===== config.mk =====
export PLATFORM = sky130hd
export DESIGN_NAME = board_top
export DESIGN_NICKNAME = d
export VERILOG_FILES = /design/src/hdl/board_cfg_pkg.sv /design/src/hdl/av_pkg.sv /design/src/hdl/vga_if.sv /design/src/hdl/vga_timing.sv /design/src/hdl/i2s_mic_receiver.sv /design/src/hdl/i2s_audio_out.sv /design/src/hdl/seg7_scan.sv /design/src/hdl/lab_top.sv /design/src/hdl/board_top.sv
export SDC_FILE = /design/constraint.sdc
export NUM_CORES = 1
export LEC_CHECK = 0
export BUFFER_PORTS_ARGS = -buffer_cell sky130_fd_sc_hd__buf_2
export CAP_MARGIN = 15
export CORE_MARGIN = 2
export CORE_UTILIZATION = 30
export CTS_CLUSTER_SIZE = 16
export DETAILED_ROUTE_END_ITERATION = 8
export PLACE_DENSITY = 0.55
export SETUP_SLACK_MARGIN = 0.2
export SYNTH_ARGS = -nofsm -noshare
export SYNTH_HDL_FRONTEND = slang
export SYNTH_HIERARCHICAL = 1
export SYNTH_SLANG_ARGS = --single-unit

===== constraint.sdc =====
create_clock -name clk -period 6.57 [get_ports clk]
set_clock_uncertainty 0.15 [all_clocks]
set_input_delay 0.9855 -clock clk [delete_from_list [all_inputs] [get_ports clk]]
set_output_delay 0.9855 -clock clk [all_outputs]
set_load 0.05 [all_outputs]

===== src/hdl/board_cfg_pkg.sv =====
package board_cfg_pkg;

    // ------------------------------
    // Board pin widths
    // ------------------------------
    localparam int w_key   = 4;
    localparam int w_led   = 4;
    localparam int w_digit = 4;

    typedef logic [w_key   - 1:0] key_t;
    typedef logic [w_led   - 1:0] led_t;
    typedef logic [w_digit - 1:0] digit_t;

    // Segment a in the top bit and the decimal point in the bottom bit
    typedef logic [7:0] segs_t;

endpackage


===== src/hdl/av_pkg.sv =====
package av_pkg;

    // ------------------------------
    // Audio samples
    // ------------------------------
    typedef logic signed [23:0] mic_sample_t;  // INMP441 word
    typedef logic signed [15:0] sound_t;       // DAC word
    typedef logic        [22:0] peak_t;        // Magnitude without the sign

    // ------------------------------
    // Screen at 640x480 and 60 Hz
    // ------------------------------
    typedef logic [9:0] hpos_t;
    typedef logic [9:0] vpos_t;

    localparam int h_display     = 640;
    localparam int h_front_porch = 16;
    localparam int h_sync_width  = 96;
    localparam int h_back_porch  = 48;
    localparam int h_total       = h_display + h_front_porch + h_sync_width + h_back_porch;

    localparam int v_display     = 480;
    localparam int v_front_porch = 10;
    localparam int v_sync_width  = 2;
    localparam int v_back_porch  = 33;
    localparam int v_total       = v_display + v_front_porch + v_sync_width + v_back_porch;

endpackage


===== src/hdl/vga_if.sv =====
`timescale 1ns/1ps

interface vga_if;

    import av_pkg::*;

    logic  hsync;       // Active low
    logic  vsync;       // Active low
    logic  display_on;  // Inside the 640x480 area
    hpos_t hpos;
    vpos_t vpos;

    modport source (
        output hsync,
        output vsync,
        output display_on,
        output hpos,
        output vpos
    );

    modport sink (
        input hsync,
        input vsync,
        input display_on,
        input hpos,
        input vpos
    );

endinterface


===== src/hdl/vga_timing.sv =====
`timescale 1ns/1ps

module vga_timing #(
    parameter int clk_mhz   = 50,
    parameter int pixel_mhz = 25
) (
    input  logic  clk,
    input  logic  arst_n,
    vga_if.source vga
);

    import av_pkg::*;

    localparam int div_ratio = (clk_mhz / pixel_mhz > 1) ? clk_mhz / pixel_mhz : 1;
    localparam int div_w     = (div_ratio > 1) ? $clog2(div_ratio) : 1;

    localparam int h_sync_start = h_display + h_front_porch;
    localparam int h_sync_end   = h_sync_start + h_sync_width;
    localparam int v_sync_start = v_display + v_front_porch;
    localparam int v_sync_end   = v_sync_start + v_sync_width;

    logic [div_w - 1:0] div_cnt;
    logic               pixel_en;
    hpos_t              h_cnt;
    vpos_t              v_cnt;

    assign pixel_en = (div_cnt == div_w'(div_ratio - 1));  // Always high when ratio is 1

    always_ff @(posedge clk or negedge arst_n) begin
        if (!arst_n) begin
            div_cnt <= '0;
        end else if (pixel_en) begin
            div_cnt <= '0;
        end else begin
            div_cnt <= div_cnt + 1'b1;
        end
    end

    // Raster counters, one step per pixel
    always_ff @(posedge clk or negedge arst_n) begin
        if (!arst_n) begin
            h_cnt <= '0;
            v_cnt <= '0;
        end else if (pixel_en) begin
            if (h_cnt == hpos_t'(h_total - 1)) begin
                h_cnt <= '0;
                if (v_cnt == vpos_t'(v_total - 1)) begin
                    v_cnt <= '0;
                end else begin
                    v_cnt <= v_cnt + 1'b1;
                end
            end else begin
                h_cnt <= h_cnt + 1'b1;
            end
        end
    end

    assign vga.hsync      = !(h_cnt >= hpos_t'(h_sync_start) && h_cnt < hpos_t'(h_sync_end));
    assign vga.vsync      = !(v_cnt >= vpos_t'(v_sync_start) && v_cnt < vpos_t'(v_sync_end));
    assign vga.display_on = (h_cnt < hpos_t'(h_display)) && (v_cnt < vpos_t'(v_display));
    assign vga.hpos       = h_cnt;
    assign vga.vpos       = v_cnt;

endmodule


===== src/hdl/i2s_mic_receiver.sv =====
`timescale 1ns/1ps

module i2s_mic_receiver #(
    parameter int sck_div = 8
) (
    input  logic                clk,
    input  logic                arst_n,
    input  logic                sd,
    output logic                sck,
    output logic                ws,
    output av_pkg::mic_sample_t sample,
    output logic                sample_valid
);

    import av_pkg::*;

    localparam int div_w = (sck_div > 1) ? $clog2(sck_div) : 1;

    logic [div_w - 1:0] div_cnt;
    logic               half_tick;
    logic [5:0]         bit_cnt;    // Slot within the 64-clock frame
    logic               rise;
    mic_sample_t        shift;
    logic               last_bit;

    assign half_tick = (div_cnt == div_w'(sck_div - 1));
    assign rise      = half_tick && !sck;
    assign ws        = bit_cnt[5];  // Left half while low

    always_ff @(posedge clk or negedge arst_n) begin
        if (!arst_n) begin
            div_cnt <= '0;
        end else if (half_tick) begin
            div_cnt <= '0;
        end else begin
            div_cnt <= div_cnt + 1'b1;
        end
    end

    // ------------------------------
    // Bit clock and word select
    // ------------------------------
    always_ff @(posedge clk or negedge arst_n) begin
        if (!arst_n) begin
            sck     <= 1'b0;
            bit_cnt <= '0;
        end else if (half_tick) begin
            sck <= !sck;
            if (sck) begin
                bit_cnt <= bit_cnt + 1'b1;  // Advance on the falling edge
            end
        end
    end

    // Left word occupies slots 1 to 24, slot 0 is the I2S delay bit
    always_ff @(posedge clk) begin
        if (rise && !ws && bit_cnt[4:0] != 5'd0 && bit_cnt[4:0] <= 5'd24) begin
            shift <= {shift[22:0], sd};
        end
    end

    always_ff @(posedge clk or negedge arst_n) begin
        if (!arst_n) begin
            last_bit     <= 1'b0;
            sample_valid <= 1'b0;
        end else begin
            last_bit     <= rise && (bit_cnt == 6'd24);
            sample_valid <= last_bit;
        end
    end

    always_ff @(posedge clk) begin
        if (last_bit) begin
            sample <= shift;
        end
    end

endmodule


===== src/hdl/i2s_audio_out.sv =====
`timescale 1ns/1ps

module i2s_audio_out (
    input  logic           clk,
    input  logic           arst_n,
    input  av_pkg::sound_t sound,
    output logic           mclk,
    output logic           bclk,
    output logic           lrclk,
    output logic           sdata
);

    import av_pkg::*;

    // One counter gives mclk at clk/2, bclk at clk/8 and a 512-clock frame
    logic [8:0] cnt;
    logic [8:0] cnt_next;
    logic [4:0] slot_next;
    logic [3:0] bit_idx;
    sound_t     hold;

    assign cnt_next  = cnt + 1'b1;
    assign slot_next = cnt_next[7:3];
    assign bit_idx   = 4'(5'd16 - slot_next);  // MSB in slot 1

    assign mclk  = cnt[0];
    assign bclk  = cnt[2];
    assign lrclk = cnt[8];

    always_ff @(posedge clk or negedge arst_n) begin
        if (!arst_n) begin
            cnt <= '0;
        end else begin
            cnt <= cnt_next;
        end
    end

    // Same word goes out on both channels
    always_ff @(posedge clk or negedge arst_n) begin
        if (!arst_n) begin
            hold <= '0;
        end else if (cnt_next == 9'd0) begin
            hold <= sound;  // Frame start
        end
    end

    // ------------------------------
    // Serial data, bclk falling edge
    // ------------------------------
    always_ff @(posedge clk or negedge arst_n) begin
        if (!arst_n) begin
            sdata <= 1'b0;
        end else if (cnt_next[2:0] == 3'd0) begin
            if (slot_next >= 5'd1 && slot_next <= 5'd16) begin
                sdata <= hold[bit_idx];
            end else begin
                sdata <= 1'b0;  // Padding slots
            end
        end
    end

endmodule


===== src/hdl/seg7_scan.sv =====
`timescale 1ns/1ps

module seg7_scan #(
    parameter int scan_cycles = 50_000
) (
    input  logic                  clk,
    input  logic                  arst_n,
    input  logic [15:0]           value,
    output board_cfg_pkg::segs_t  abcdefgh,
    output board_cfg_pkg::digit_t digit
);

    import board_cfg_pkg::*;

    localparam int scan_w = $clog2(scan_cycles > 1 ? scan_cycles : 2);

    logic [scan_w - 1:0] scan_cnt;
    logic                scan_tick;
    logic [3:0]          nibble;

    assign scan_tick = (scan_cnt == scan_w'(scan_cycles - 1));

    always_ff @(posedge clk or negedge arst_n) begin
        if (!arst_n) begin
            scan_cnt <= '0;
        end else if (scan_tick) begin
            scan_cnt <= '0;
        end else begin
            scan_cnt <= scan_cnt + 1'b1;
        end
    end

    // All digits dark until the first tick, then one-hot rotation
    always_ff @(posedge clk or negedge arst_n) begin
        if (!arst_n) begin
            digit <= '0;
        end else if (scan_tick) begin
            if (digit == '0 || digit[w_digit - 1]) begin
                digit <= digit_t'(1);
            end else begin
                digit <= digit << 1;
            end
        end
    end

    always_comb begin
        nibble = value[3:0];
        for (int i = 0; i < w_digit; i++) begin
            if (digit[i]) begin
                nibble = value[i * 4 +: 4];
            end
        end
    end

    // ------------------------------
    // Hex font with the decimal point off
    // ------------------------------
    always_comb begin
        case (nibble)
            4'h0:    abcdefgh = 8'b1111_1100;
            4'h1:    abcdefgh = 8'b0110_0000;
            4'h2:    abcdefgh = 8'b1101_1010;
            4'h3:    abcdefgh = 8'b1111_0010;
            4'h4:    abcdefgh = 8'b0110_0110;
            4'h5:    abcdefgh = 8'b1011_0110;
            4'h6:    abcdefgh = 8'b1011_1110;
            4'h7:    abcdefgh = 8'b1110_0000;
            4'h8:    abcdefgh = 8'b1111_1110;
            4'h9:    abcdefgh = 8'b1111_0110;
            4'ha:    abcdefgh = 8'b1110_1110;
            4'hb:    abcdefgh = 8'b0011_1110;  // Lower case b
            4'hc:    abcdefgh = 8'b1001_1100;
            4'hd:    abcdefgh = 8'b0111_1010;  // Lower case d
            4'he:    abcdefgh = 8'b1001_1110;
            default: abcdefgh = 8'b1000_1110;
        endcase
    end

endmodule


===== src/hdl/lab_top.sv =====
`timescale 1ns/1ps

module lab_top #(
    parameter int decay_cycles = 5_000_000,
    parameter int scan_cycles  = 50_000
) (
    input  logic                  clk,
    input  logic                  arst_n,
    input  board_cfg_pkg::key_t   key,
    input  av_pkg::mic_sample_t   sample,
    input  logic                  sample_valid,
    output board_cfg_pkg::led_t   led,
    output board_cfg_pkg::segs_t  abcdefgh,
    output board_cfg_pkg::digit_t digit,
    output logic                  red,
    output logic                  green,
    output logic                  blue,
    output av_pkg::sound_t        sound,
    vga_if.sink                   vga
);

    import board_cfg_pkg::*;
    import av_pkg::*;

    localparam int decay_w = $clog2(decay_cycles > 1 ? decay_cycles : 2);

    logic [decay_w - 1:0] decay_cnt;
    logic                 decay_tick;
    mic_sample_t          last_sample;
    mic_sample_t          neg_sample;
    peak_t                magnitude;
    peak_t                decayed;
    peak_t                peak;
    logic [15:0]          seg_value;
    logic                 bar_on;

    // ------------------------------
    // Peak meter
    // ------------------------------
    assign neg_sample = -sample;

    always_comb begin
        if (!sample[23]) begin
            magnitude = sample[22:0];
        end else if (sample[22:0] == '0) begin
            magnitude = '1;  // Most negative code saturates
        end else begin
            magnitude = neg_sample[22:0];
        end
    end

    assign decay_tick = (decay_cnt == decay_w'(decay_cycles - 1));
    assign decayed    = decay_tick ? (peak >> 1) : peak;

    always_ff @(posedge clk or negedge arst_n) begin
        if (!arst_n) begin
            decay_cnt <= '0;
        end else if (decay_tick) begin
            decay_cnt <= '0;
        end else begin
            decay_cnt <= decay_cnt + 1'b1;
        end
    end

    always_ff @(posedge clk or negedge arst_n) begin
        if (!arst_n) begin
            peak <= '0;
        end else if (sample_valid && magnitude > decayed) begin
            peak <= magnitude;
        end else begin
            peak <= decayed;
        end
    end

    always_ff @(posedge clk) begin
        if (sample_valid) begin
            last_sample <= sample;
        end
    end

    assign sound = key[0] ? sound_t'(last_sample[23:8]) : '0;  // Loopback

    // LED i at 2**(15 + 2*i)
    always_ff @(posedge clk or negedge arst_n) begin
        if (!arst_n) begin
            led       <= '0;
            seg_value <= '0;
        end else begin
            for (int i = 0; i < w_led; i++) begin
                led[i] <= (peak >= (peak_t'(1) << (15 + 2 * i)));
            end
            seg_value <= peak[22:7];
        end
    end

    seg7_scan #(
        .scan_cycles (scan_cycles)
    ) i_seg7_scan (
        .clk      (clk),
        .arst_n   (arst_n),
        .value    (seg_value),
        .abcdefgh (abcdefgh),
        .digit    (digit)
    );

    // ------------------------------
    // Screen bar
    // ------------------------------
    assign bar_on = (vga.hpos < hpos_t'(peak[22:13]));

    always_ff @(posedge clk or negedge arst_n) begin
        if (!arst_n) begin
            red  <= 1'b0;
            blue <= 1'b0;
        end else begin
            red  <= vga.display_on && bar_on;
            blue <= vga.display_on && !bar_on;  // Background
        end
    end

    assign green = 1'b0;

endmodule


===== src/hdl/board_top.sv =====
`timescale 1ns/1ps

module board_top #(
    parameter int clk_mhz      = 50,
    parameter int pixel_mhz    = 25,
    parameter int sck_div      = 8,          // About 3 MHz mic clock at 50 MHz
    parameter int decay_cycles = 5_000_000,  // 0.1 s
    parameter int scan_cycles  = 50_000      // 1 ms per digit
) (
    input  logic                  clk,
    input  logic                  arst_n,

    input  board_cfg_pkg::key_t   key,       // Active low
    output board_cfg_pkg::led_t   led,       // Active low
    output board_cfg_pkg::segs_t  abcdefgh,  // Active low
    output board_cfg_pkg::digit_t digit,     // Active low

    output logic                  vga_hsync,
    output logic                  vga_vsync,
    output logic                  vga_r,
    output logic                  vga_g,
    output logic                  vga_b,

    output logic                  mic_sck,
    output logic                  mic_ws,
    input  logic                  mic_sd,

    output logic                  i2s_mclk,
    output logic                  i2s_bclk,
    output logic                  i2s_lrclk,
    output logic                  i2s_sdata
);

    import board_cfg_pkg::*;
    import av_pkg::*;

    key_t        lab_key;
    led_t        lab_led;
    segs_t       lab_segs;
    digit_t      lab_digit;
    mic_sample_t mic_sample;
    logic        mic_valid;
    sound_t      sound;

    vga_if vga ();

    // ------------------------------
    // Pin polarity
    // ------------------------------
    assign lab_key   = ~key;
    assign led       = ~lab_led;
    assign abcdefgh  = ~lab_segs;
    assign digit     = ~lab_digit;

    assign vga_hsync = vga.hsync;
    assign vga_vsync = vga.vsync;

    // ------------------------------
    // Peripherals
    // ------------------------------
    vga_timing #(
        .clk_mhz   (clk_mhz),
        .pixel_mhz (pixel_mhz)
    ) i_vga_timing (
        .clk    (clk),
        .arst_n (arst_n),
        .vga    (vga.source)
    );

    i2s_mic_receiver #(
        .sck_div (sck_div)
    ) i_mic (
        .clk          (clk),
        .arst_n       (arst_n),
        .sd           (mic_sd),
        .sck          (mic_sck),
        .ws           (mic_ws),
        .sample       (mic_sample),
        .sample_valid (mic_valid)
    );

    i2s_audio_out i_audio_out (
        .clk    (clk),
        .arst_n (arst_n),
        .sound  (sound),
        .mclk   (i2s_mclk),
        .bclk   (i2s_bclk),
        .lrclk  (i2s_lrclk),
        .sdata  (i2s_sdata)
    );

    lab_top #(
        .decay_cycles (decay_cycles),
        .scan_cycles  (scan_cycles)
    ) i_lab_top (
        .clk          (clk),
        .arst_n       (arst_n),
        .key          (lab_key),
        .sample       (mic_sample),
        .sample_valid (mic_valid),
        .led          (lab_led),
        .abcdefgh     (lab_segs),
        .digit        (lab_digit),
        .red          (vga_r),
        .green        (vga_g),
        .blue         (vga_b),
        .sound        (sound),
        .vga          (vga.sink)
    );

endmodule


==> flow_summary.ini <==
[setup_path]
cp.arrival_ns = 5.50
critical_path_class = flop to flop
crit_path_end = i_lab_top/peak[15]$_DFF_PN0_
crit_fanout = 14
reg2regPathDepth = 14
startpoint = i_mic/sample[11]$_DFFE_PP_
worstPathRequired_ns = 6.86
r2r_setup_slack_ns = 1.36
r2r_start = i_mic/sample[11]$_DFFE_PP_
end_kind = flop
r2r_end = i_lab_top/peak[15]$_DFF_PN0_
start_kind = flop

[synth]
syn_nets = 1008
syn_avg_cell_area_um2 = 11.4
syn_inst = 946
yosysWarningCount = 6
synthesis.area_um2 = 10800

[clock_tree]
cts_max_path_buffers = 3
clk_pin_slew_ns = 0.06
clock_latency_ns = 0.52
cts_tree = done
cts.sinks = 211
post-cts-setup-buffers = 0
cts_hold_buf = 0
post_cts_resized = 0
cts_root_buffer = clkbuf_16
ctsHtreeMaxLevel = 1
cts_buffers = 25

[floorplanning]
initial_utilization = 0.304
core_area_um2 = 35500
chipHeight_um = 194
die-area_um2 = 37500
ios = 34
fp.dieW_um = 194
rows = 69

[power]
leakage_nw = 5.49
vdd_ir_drop_max_uv = 192
finalPower_mw = 2.89
p_per_area_nw_per_um2 = 235

[final_layout]
nets = 1038
drive_gt1_frac = 0.120
antenna_cells = 0
stdcell_area_um2 = 12300
area_delta_synth_final_pct = 13.9

[drt]
drt_pass1_iterations = 4
drtIter0Drc = 324
route.antenna.remaining_nets = 0
vias = 6971
drc = 0
vias_per_cell = 4.79
wirelength_mm = 20.5
routedWlPerCell_um = 14.1

[timing]
hold_violations = 0
finalSetupViolCount = 0
period_share = 0.793
rsz0062_at_grt = no
max_freq_mhz = 192
slew_headroom = 0.314
slew_violations = 0
whs_ns = 0.278
worstMarginPinSlew_ns = 1.03
setup-tns-final_ns = 0
finalCriticalPeriod_ns = 5.21

[global_route]
grtUsageTotal = 0.113
antenna_found_initial = 0
grt.overflow.total = 0
grt_pass1_wl_mm = 35.8
grt_max_degree = 85
grt_pass1_vias = 7058

[status]
status = finished, final reports clean

[run]
cap_violations = 0

[hold_path]
holdPathStages = 1
hp-class = flop to flop

[place]
placed_area_um2 = 11400
port_buffers = 28
hpwl_mm = 14.0
place.gp.congestion = 0.805
[cell type report]
cell class	instances	area, um^2
Fill cell	3505	23200
Clock inverter	14	238
Clock buffer	32	672
Tap cell	461	577
Sequential cell	211	5600
Timing Repair Buffer	34	191
Inverter	87	327
Multi-Input combinational cell	617	4680
[report_power, final]
group / total [mW] / internal, mW / switching [mW]
Combinational: 0.0249 / 0.00270 / 0.0222
Sequential: 1.35 / 1.35 / 0
Clock: 1.52 / 0.962 / 0.555
Total: 2.89 / 2.31 / 0.577
[routing by layer]
layer / track usage / up-vias / wire length [um] / share of wire
li1: - / 3459 / - / -
met1: 0.150 / 3404 / 9850 / 0.48
met2: 0.191 / 80 / 9640 / 0.47
met3: 0.0195 / 28 / 666 / 0.033
met4: 0.0288 / 0 / 334 / 0.016
met5: 0 / - / 0 / 0
[worst min path at each step]
stage | startpoint | slack (ns) | end
CTS | i_mic/div_cnt[0]$_DFF_PN0_ | 0.28 | i_mic/div_cnt[0]$_DFF_PN0_
finish | i_mic/div_cnt[0]$_DFF_PN0_ | 0.28 | i_mic/div_cnt[0]$_DFF_PN0_
global placement | i_mic/shift[23]$_DFFE_PP_ | 0.26 | i_mic/sample[23]$_DFFE_PP_
detailed placement | i_mic/div_cnt[0]$_DFF_PN0_ | 0.27 | i_mic/div_cnt[0]$_DFF_PN0_
floorplan | i_lab_top/peak[7]$_DFF_PN0_ | 0.22 | i_lab_top/seg_value[0]$_DFF_PN0_
global route | i_mic/shift[23]$_DFFE_PP_ | 0.29 | i_mic/sample[23]$_DFFE_PP_
[state kept, by name (all words and copies together) (netlist names), 10 cells and up]
name	flops
i_audio_out/hold	16
i_lab_top/decay_cnt	23
i_lab_top/i_seg7_scan/scan_cnt	16
i_lab_top/last_sample	16
i_lab_top/peak	23
i_lab_top/seg_value	16
i_mic/sample	24
i_mic/shift	24
i_vga_timing/vga.hpos	10
i_vga_timing/vga.vpos	10
[layout by cell type, fill, tap and decap left out, drive strengths merged, types with 22 or more instances in the layout]
cell type / n
xnor2: 39
dfrtp: 147
and2: 23
edfxtp: 64
mux2i: 53
nor2: 63
buf: 34
clkbuf: 32
mux2: 22
nand2: 34
ha: 55
nand3: 42
o21ai: 42
inv: 88
[critical path, cell delays in order (launching register included)]
cell      delay (ns)
edfxtp_1        0.50
or4_4           0.61
or3_1           0.39
or2_1           0.31
o41a_1          0.41
o22ai_1         0.22
inv_1           0.07
ha_1            0.27
and3_1          0.16
nand4_1         0.15
or4_1           0.57
or3_1           0.43
o311ai_4        0.29
buf_4           0.36
mux2i_1         0.22
[stage by stage]
stage | util | setup slack (ns) | instances
2_1_floorplan | - | 1.98 | 946
3_3_place_gp | 0.321 | 1.42 | 1410
3_5_place_dp | 0.321 | 1.35 | 1410
4_1_cts | 0.346 | 1.32 | 1456
5_1_grt | 0.346 | 1.00 | 1456
6_report | 0.346 | 1.36 | 1456
Power figures use the tool's default switching activity.
